<file path="src/hw/ctrl_pkg.sv">
// control command front end
// shared opcodes and sizes
`default_nettype none

package ctrl_pkg;

    // opcode bytes, ascii "W" and "K".
    localparam logic [7:0] op_write = 8'h57;
    localparam logic [7:0] op_kick  = 8'h4b;

    // watchdog signature, sent msb first.
    localparam int wdt_sig_bits  = 32;
    localparam int wdt_sig_bytes = wdt_sig_bits / 8;
    localparam logic [wdt_sig_bits-1:0] wdt_sig_pattern = 32'hd06f00d5;

    // countdown reload, short for simulation.
    localparam int wdt_ticks      = 200;
    localparam int wdt_count_bits = $clog2(wdt_ticks + 1);

    // configuration register bank.
    localparam int reg_count     = 4;
    localparam int reg_addr_bits = 2;

    // arm bit inside register 0.
    localparam int wdt_arm_bit = 0;

endpackage

`default_nettype wire

</file>
<file path="src/hw/control_cmd_dispatch.sv">
// command dispatcher
// opcode decode and byte routing
`default_nettype none

module control_cmd_dispatch (
    input  logic       clk,
    input  logic       reset,
    input  logic [7:0] rx_data,
    input  logic       rx_valid,
    input  logic       wdt_done,
    input  logic       wr_done,
    output logic [7:0] cmd_data,
    output logic       wdt_enable,
    output logic       wr_enable,
    output logic       bad_cmd
);
    import ctrl_pkg::*;

    typedef enum logic [1:0] {
        st_idle,
        st_kick,
        st_write
    } dispatch_state_t;

    dispatch_state_t state;

    // payload goes straight through to both handlers.
    assign cmd_data = rx_data;

    // bytes seen during a done cycle are dropped.
    assign wdt_enable = rx_valid && (state == st_kick) && !wdt_done;
    assign wr_enable  = rx_valid && (state == st_write) && !wr_done;

    always_ff @(posedge clk) begin
        if (reset) begin
            state   <= st_idle;
            bad_cmd <= 1'b0;
        end else begin
            bad_cmd <= 1'b0;
            case (state)
                st_idle: begin
                    if (rx_valid) begin
                        case (rx_data)
                            op_kick:  state <= st_kick;
                            op_write: state <= st_write;
                            default:  bad_cmd <= 1'b1;
                        endcase
                    end
                end
                st_kick: begin
                    if (wdt_done) begin
                        state <= st_idle;
                    end
                end
                st_write: begin
                    if (wr_done) begin
                        state <= st_idle;
                    end
                end
                default: begin
                    state <= st_idle;
                end
            endcase
        end
    end

endmodule

`default_nettype wire

</file>
<file path="src/hw/control_cmd_watchdog.sv">
// watchdog handler
// signature capture and countdown
`default_nettype none

module control_cmd_watchdog (
    input  logic       clk,
    input  logic       reset,
    input  logic [7:0] cmd_data,
    input  logic       enable,
    input  logic       arm,
    output logic       sys_reset,
    output logic       done
);
    import ctrl_pkg::*;

    typedef logic [$clog2(wdt_sig_bytes)-1:0] byte_idx_t;
    typedef logic [wdt_count_bits-1:0] count_t;

    logic [wdt_sig_bits-1:0] cache;
    logic [wdt_sig_bits-1:0] next_cache;
    byte_idx_t               byte_cnt;
    logic                    last_byte;
    logic                    sig_match;
    count_t                  count;

    assign next_cache = {cache[wdt_sig_bits-9:0], cmd_data};
    assign last_byte  = enable && (byte_cnt == byte_idx_t'(wdt_sig_bytes - 1));
    assign sig_match  = last_byte && (next_cache == wdt_sig_pattern);

    // signature collector.
    always_ff @(posedge clk) begin
        if (reset) begin
            cache    <= '0;
            byte_cnt <= '0;
            done     <= 1'b0;
        end else begin
            done <= last_byte;
            if (done) begin
                cache <= '0;
            end else if (enable) begin
                cache <= next_cache;
            end
            if (last_byte) begin
                byte_cnt <= '0;
            end else if (enable) begin
                byte_cnt <= byte_cnt + 1'b1;
            end
        end
    end

    // countdown, held at reload while disarmed.
    always_ff @(posedge clk) begin
        if (reset) begin
            count     <= count_t'(wdt_ticks);
            sys_reset <= 1'b0;
        end else begin
            sys_reset <= (count == '0);
            if (!arm || sig_match || count == '0) begin
                count <= count_t'(wdt_ticks);
            end else begin
                count <= count - 1'b1;
            end
        end
    end

endmodule

`default_nettype wire

</file>
<file path="src/hw/control_cmd_reg_write.sv">
// register write handler
// address/data collector and config bank
`default_nettype none

module control_cmd_reg_write (
    input  logic                                clk,
    input  logic                                reset,
    input  logic [7:0]                          cmd_data,
    input  logic                                enable,
    output logic [ctrl_pkg::reg_count-1:0][7:0] cfg_regs,
    output logic                                done
);
    import ctrl_pkg::*;

    typedef enum logic {
        st_addr,
        st_data
    } write_state_t;

    write_state_t state;
    logic [7:0]   addr;
    logic         addr_ok;

    // full byte compare, anything past the bank is ignored.
    assign addr_ok = (addr < 8'(reg_count));

    always_ff @(posedge clk) begin
        if (reset) begin
            state <= st_addr;
            done  <= 1'b0;
        end else begin
            done <= 1'b0;
            if (enable) begin
                case (state)
                    st_addr: begin
                        state <= st_data;
                    end
                    st_data: begin
                        state <= st_addr;
                        done  <= 1'b1;
                    end
                    default: begin
                        state <= st_addr;
                    end
                endcase
            end
        end
    end

    always_ff @(posedge clk) begin
        if (enable && state == st_addr) begin
            addr <= cmd_data;
        end
    end

    // register bank, cleared so the watchdog starts disarmed.
    always_ff @(posedge clk) begin
        if (reset) begin
            cfg_regs <= '0;
        end else if (enable && state == st_data && addr_ok) begin
            cfg_regs[addr[reg_addr_bits-1:0]] <= cmd_data;
        end
    end

endmodule

`default_nettype wire

</file>
<file path="src/hw/control_top.sv">
// control command front end
// dispatcher with write and watchdog handlers
`default_nettype none

module control_top (
    input  logic                                clk,
    input  logic                                reset,
    input  logic [7:0]                          rx_data,
    input  logic                                rx_valid,
    output logic [ctrl_pkg::reg_count-1:0][7:0] cfg_regs,
    output logic                                wdt_reset,
    output logic                                bad_cmd
);
    import ctrl_pkg::*;

    logic [7:0] cmd_data;
    logic       wdt_enable;
    logic       wr_enable;
    logic       wdt_done;
    logic       wr_done;

    control_cmd_dispatch u_dispatch (
        .clk        (clk),
        .reset      (reset),
        .rx_data    (rx_data),
        .rx_valid   (rx_valid),
        .wdt_done   (wdt_done),
        .wr_done    (wr_done),
        .cmd_data   (cmd_data),
        .wdt_enable (wdt_enable),
        .wr_enable  (wr_enable),
        .bad_cmd    (bad_cmd)
    );

    // arm comes from register 0.
    control_cmd_watchdog u_watchdog (
        .clk       (clk),
        .reset     (reset),
        .cmd_data  (cmd_data),
        .enable    (wdt_enable),
        .arm       (cfg_regs[0][wdt_arm_bit]),
        .sys_reset (wdt_reset),
        .done      (wdt_done)
    );

    control_cmd_reg_write u_reg_write (
        .clk      (clk),
        .reset    (reset),
        .cmd_data (cmd_data),
        .enable   (wr_enable),
        .cfg_regs (cfg_regs),
        .done     (wr_done)
    );

endmodule

`default_nettype wire

</file>
<file path="config.mk">
export PLATFORM = sky130hd
export DESIGN_NAME = control_top
export DESIGN_NICKNAME = d
export VERILOG_FILES = /design/src/hw/ctrl_pkg.sv /design/src/hw/control_cmd_dispatch.sv /design/src/hw/control_cmd_watchdog.sv /design/src/hw/control_cmd_reg_write.sv /design/src/hw/control_top.sv
export SDC_FILE = /design/constraint.sdc
export NUM_CORES = 1
export LEC_CHECK = 0
export ABC_AREA = 1
export BUFFER_PORTS_ARGS = -buffer_cell sky130_fd_sc_hd__buf_4
export CORE_UTILIZATION = 55
export DETAILED_ROUTE_END_ITERATION = 7
export GPL_ROUTABILITY_DRIVEN = 0
export PLACE_DENSITY = 0.78
export SLEW_MARGIN = 20
export SYNTH_ARGS = -nofsm -noshare
export SYNTH_HDL_FRONTEND = slang
export SYNTH_SLANG_ARGS = --single-unit
export TNS_END_PERCENT = 20
</file>
<file path="constraint.sdc">
create_clock -name clk -period 1.9 [get_ports clk]
set_input_delay 0.095 -clock clk [delete_from_list [all_inputs] [get_ports clk]]
set_output_delay 0.095 -clock clk [all_outputs]
set_load 0.005 [all_outputs]
</file>
==> impl_metrics.py <==
metrics = {
    "clocking": {
        "clock_latency_on_the_worst_skew_pair_ns": 0.35,
        "numCtsBuffers": 9,
        "clockRootBuffer": "sky130_fd_sc_hd__clkbuf_8",
        "max-clock-path-buffers": 2,
        "cts.repair.resized": 0,
        "cts_tree": "done",
        "cts_num_sinks": 81,
        "cts_htree_levels": 3,
        "clk_pin_slew_worst_paths_ns": 0.08,
        "post_cts.repair.setup_buffers": 0,
    },
    "detailed_routing": {
        "viasPerCell": 5.48,
        "drtPass1Iterations": 4,
        "drc": 0,
        "wire_per_inst_um": 14.2,
        "drt_first_iter_violations": 233,
        "route.antenna.remaining_nets": 0,
        "dr_total_vias": 2858,
        "postRouteWirelength_um": 7400,
    },
    "place": {
        "detailed_place_hpwl_um": 5080,
        "place.detailed.instances": 504,
        "place_ws_ns": 0.239,
        "io_buffers": 44,
    },
    "critical_path": {
        "worst-r2r-cell-count": 8,
        "worst_setup_path_start_kind": "flip-flop",
        "crit_type": "flip-flop to flip-flop",
        "crit_arrival_ns": 1.91,
        "critical_path_sink_type": "flip-flop",
        "worstReg2RegEnd": "u_reg_write.cfg_regs[6]$_SDFFE_PP0P_",
        "worstPathRequired_ns": 2.12,
        "reg2reg_slack_ns": 0.21,
        "critical_path.reg2reg.startpoint": "u_dispatch.state[1]$_SDFFE_PP0P_",
        "path_max_fanout": 37,
    },
    "yosys": {
        "synth.distinct_cells": 30,
        "flip_flop_and_latch_count_after_synthesis": 81,
        "synth-seq-area-share_pct": 52.7,
        "synth_area_um2": 3230,
        "postSynthAreaPerCell_um2": 8.15,
        "postSynthCellCount": 396,
        "synth_fp_nets": 410,
        "ys.warnings.count": 0,
    },
    "sta": {
        "finalSetupViolations": 0,
        "final-max-slew-violation-count": 0,
        "post-route-period-util_pct": 89.1,
        "finalClockSkew_ns": 0.00892,
        "final_hold_viol_count": 0,
        "final_critical_path_setup_slack_ns": 0.208,
        "grt_setup_unrepaired": "no",
        "slew-limit-headroom_pct": 71.7,
        "final.setup.tns_ns": 0,
        "period_needed_ns": 1.69,
        "max_freq_mhz": 591,
        "tightest_slew_ns": 0.425,
    },
    "die": {
        "die_span_x_um": 78.6,
        "design.die.area_um2": 6180,
        "die_h_um": 78.6,
        "floorplan.initialDensity_pct": 57.9,
        "fp-row-count": 27,
        "number_of_top_level_design_ports": 45,
        "core_um2": 5570,
    },
    "power": {
        "power_leakage_uw": 0.00151,
        "finalPower_uw": 3900,
        "ir_drop_worst_case_vdd_mv": 0.544,
        "powerDensity_nw_per_um2": 1010,
    },
    "hold_path": {
        "hold_path_depth": 1,
        "worst_hold_path_type": "input port to flip-flop",
        "worstHoldEndpoint": "u_reg_write.addr[2]$_DFFE_PP_",
        "min-delay-start": "rx_data[2]",
    },
    "global_routing": {
        "grt_start_max_net_pins": 41,
        "grt_use_total_pct": 26.0,
        "vias_in_the_first_global_route": 2647,
        "first_pass_grt_wire_length_um": 12400,
        "grt_remaining_overflow": 0,
        "antenna_found_initial": 0,
    },
    "layout": {
        "fill_cells": 460,
        "layout-drive-gt1-share_pct": 16.7,
        "layout.nets": 459,
        "area.growth.synth_to_final_pct": 19.9,
        "instances_no_fill": 522,
        "diodes_inserted": 0,
    },
    "flow_run": {
        "cap_viol_max_count": 0,
    },
    "outcome": {
        "status": "finished, final reports clean",
    },
}
## power by group
group          switching, uW  total [uW]  leakage, uW  internal [uW]
clock                    614        1240     0.000105            628
sequential              88.0        1980     0.000663           1890
combinational            441         677     0.000742            235
## cell usage in the layout (no fill, tap or decap), types with 3 or more instances in the layout
master                      n
sky130_fd_sc_hd__clkbuf_8  11
sky130_fd_sc_hd__inv_1     28
sky130_fd_sc_hd__nand2_1   64
sky130_fd_sc_hd__dfxtp_1   73
sky130_fd_sc_hd__o21ai_0   22
sky130_fd_sc_hd__ha_1       3
sky130_fd_sc_hd__nand3_1   13
sky130_fd_sc_hd__nand4_1   33
sky130_fd_sc_hd__nor3_1     9
sky130_fd_sc_hd__buf_4     52
sky130_fd_sc_hd__a21oi_1   47
sky130_fd_sc_hd__a211oi_1   3
sky130_fd_sc_hd__xor2_1     5
sky130_fd_sc_hd__edfxtp_1   8
sky130_fd_sc_hd__nor2_1    55
## Yosys cell counts
| master | n | area [um^2] |
|---|---|---|
| sky130_fd_sc_hd__clkinv_1 | 1 | 3.75 |
| sky130_fd_sc_hd__edfxtp_1 | 8 | 240 |
| sky130_fd_sc_hd__ha_1 | 3 | 37.5 |
| sky130_fd_sc_hd__nand3b_1 | 2 | 15.0 |
| sky130_fd_sc_hd__nand2_1 | 64 | 240 |
| sky130_fd_sc_hd__inv_2 | 1 | 3.75 |
| sky130_fd_sc_hd__buf_6 | 3 | 33.8 |
| sky130_fd_sc_hd__nor2_1 | 55 | 206 |
| sky130_fd_sc_hd__nand3_1 | 13 | 65.1 |
| sky130_fd_sc_hd__and2_1 | 1 | 6.26 |
| sky130_fd_sc_hd__nor3_1 | 9 | 45.0 |
| sky130_fd_sc_hd__nor3b_1 | 1 | 7.51 |
| sky130_fd_sc_hd__nor2_2 | 2 | 12.5 |
| sky130_fd_sc_hd__or2_2 | 1 | 6.26 |
| sky130_fd_sc_hd__a211oi_1 | 3 | 22.5 |
| sky130_fd_sc_hd__a31oi_1 | 1 | 6.26 |
| sky130_fd_sc_hd__buf_1 | 1 | 3.75 |
| sky130_fd_sc_hd__o21ai_0 | 22 | 110 |
| sky130_fd_sc_hd__nand2_2 | 1 | 6.26 |
| sky130_fd_sc_hd__buf_2 | 5 | 25.0 |
| sky130_fd_sc_hd__nor4_1 | 1 | 6.26 |
| sky130_fd_sc_hd__dfxtp_1 | 73 | 1460 |
| sky130_fd_sc_hd__xnor2_1 | 2 | 17.5 |
| sky130_fd_sc_hd__a21oi_1 | 47 | 235 |
| sky130_fd_sc_hd__nand4_1 | 33 | 206 |
| sky130_fd_sc_hd__clkbuf_1 | 8 | 30.0 |
| sky130_fd_sc_hd__buf_4 | 1 | 7.51 |
| sky130_fd_sc_hd__inv_1 | 28 | 105 |
| sky130_fd_sc_hd__nor3_4 | 1 | 16.3 |
| sky130_fd_sc_hd__xor2_1 | 5 | 43.8 |
## metrics by stage
step / hold slack, ns / util [%] / area [um^2]
after floorplan: 0.194 / - / 3230
after global placement: 0.361 / 65.4 / 3650
after detailed placement: 0.354 / 65.4 / 3650
after CTS: 0.00456 / 69.4 / 3870
after global routing: 0.00616 / 69.4 / 3870
final: 0.0200 / 69.4 / 3870
## layout make-up
| type | instances | area (um^2) | share of cell area (%) |
|---|---|---|---|
| Clock buffer | 13 | 180 | 4.66 |
| Clock inverter | 3 | 20.0 | 0.518 |
| Inverter | 30 | 113 | 2.91 |
| Multi-Input combinational cell | 267 | 1310 | 33.9 |
| Sequential cell | 81 | 1700 | 44.0 |
| Tap cell | 72 | 90.1 | 2.33 |
| Timing Repair Buffer | 56 | 450 | 11.6 |
## state kept, by name, summed over array words and instances, names as in the netlist
register and cells:
u_watchdog.count 8, u_reg_write.state 1, u_dispatch.state 2, u_reg_write.done 1, u_watchdog.sys_reset 1, u_dispatch.bad_cmd 1
u_watchdog.byte_cnt 2, u_reg_write.cfg_regs 32, u_watchdog.cache 24, u_watchdog.done 1, u_reg_write.addr 8
## logic make-up (layout without fill, tap and decap cells)
logic type | Yosys count | count (layout) | share of synthesized area [%]
compound gates | 73 | 73 | 11.6
xor+xnor | 7 | 7 | 1.90
fa+ha+maj | 3 | 3 | 1.16
buf+inv | 48 | 102 | 6.59
flops | 81 | 81 | 52.7
simple gates | 184 | 184 | 26.0
## timing repair
action | 4_1_cts | 5_1_grt
setup endpoints to repair | 0 | 0
endpoints found under the hold margin | 2 | 0
hold buffers | 2 | 0
## metal layers
layer	track usage, %	up-vias	wire [um]
li1	-	1437	-
met3	4.53	15	435
met2	40.4	83	3550
met4	13.0	0	143
met5	0	-	0
met1	34.5	1323	3270
## critical path: stages, from the launching register on
cell	delay [ns]
sky130_fd_sc_hd__dfxtp_1	0.40
sky130_fd_sc_hd__inv_2	0.05
sky130_fd_sc_hd__nor2_2	0.12
sky130_fd_sc_hd__nand2_2	0.11
sky130_fd_sc_hd__nor3_4	0.16
sky130_fd_sc_hd__buf_12	0.21
sky130_fd_sc_hd__nand3_1	0.28
sky130_fd_sc_hd__nand2_1	0.16
sky130_fd_sc_hd__a21oi_1	0.07
## worst max path at each step
stage,startpoint,endpoint,cells past startpoint
2_1_floorplan,u_dispatch.state[1]$_SDFFE_PP0P_,u_reg_write.addr[0]$_DFFE_PP_,4
3_3_place_gp,u_reg_write.addr[3]$_DFFE_PP_,u_reg_write.cfg_regs[7]$_SDFFE_PP0P_,6
3_5_place_dp,u_dispatch.state[1]$_SDFFE_PP0P_,u_reg_write.cfg_regs[6]$_SDFFE_PP0P_,8
4_1_cts,u_dispatch.state[1]$_SDFFE_PP0P_,u_reg_write.cfg_regs[6]$_SDFFE_PP0P_,8
5_1_grt,u_dispatch.state[1]$_SDFFE_PP0P_,u_reg_write.cfg_regs[10]$_SDFFE_PP0P_,8
6_report,u_dispatch.state[1]$_SDFFE_PP0P_,u_reg_write.cfg_regs[6]$_SDFFE_PP0P_,8
No activity file was read; power rests on OpenSTA's default activity.
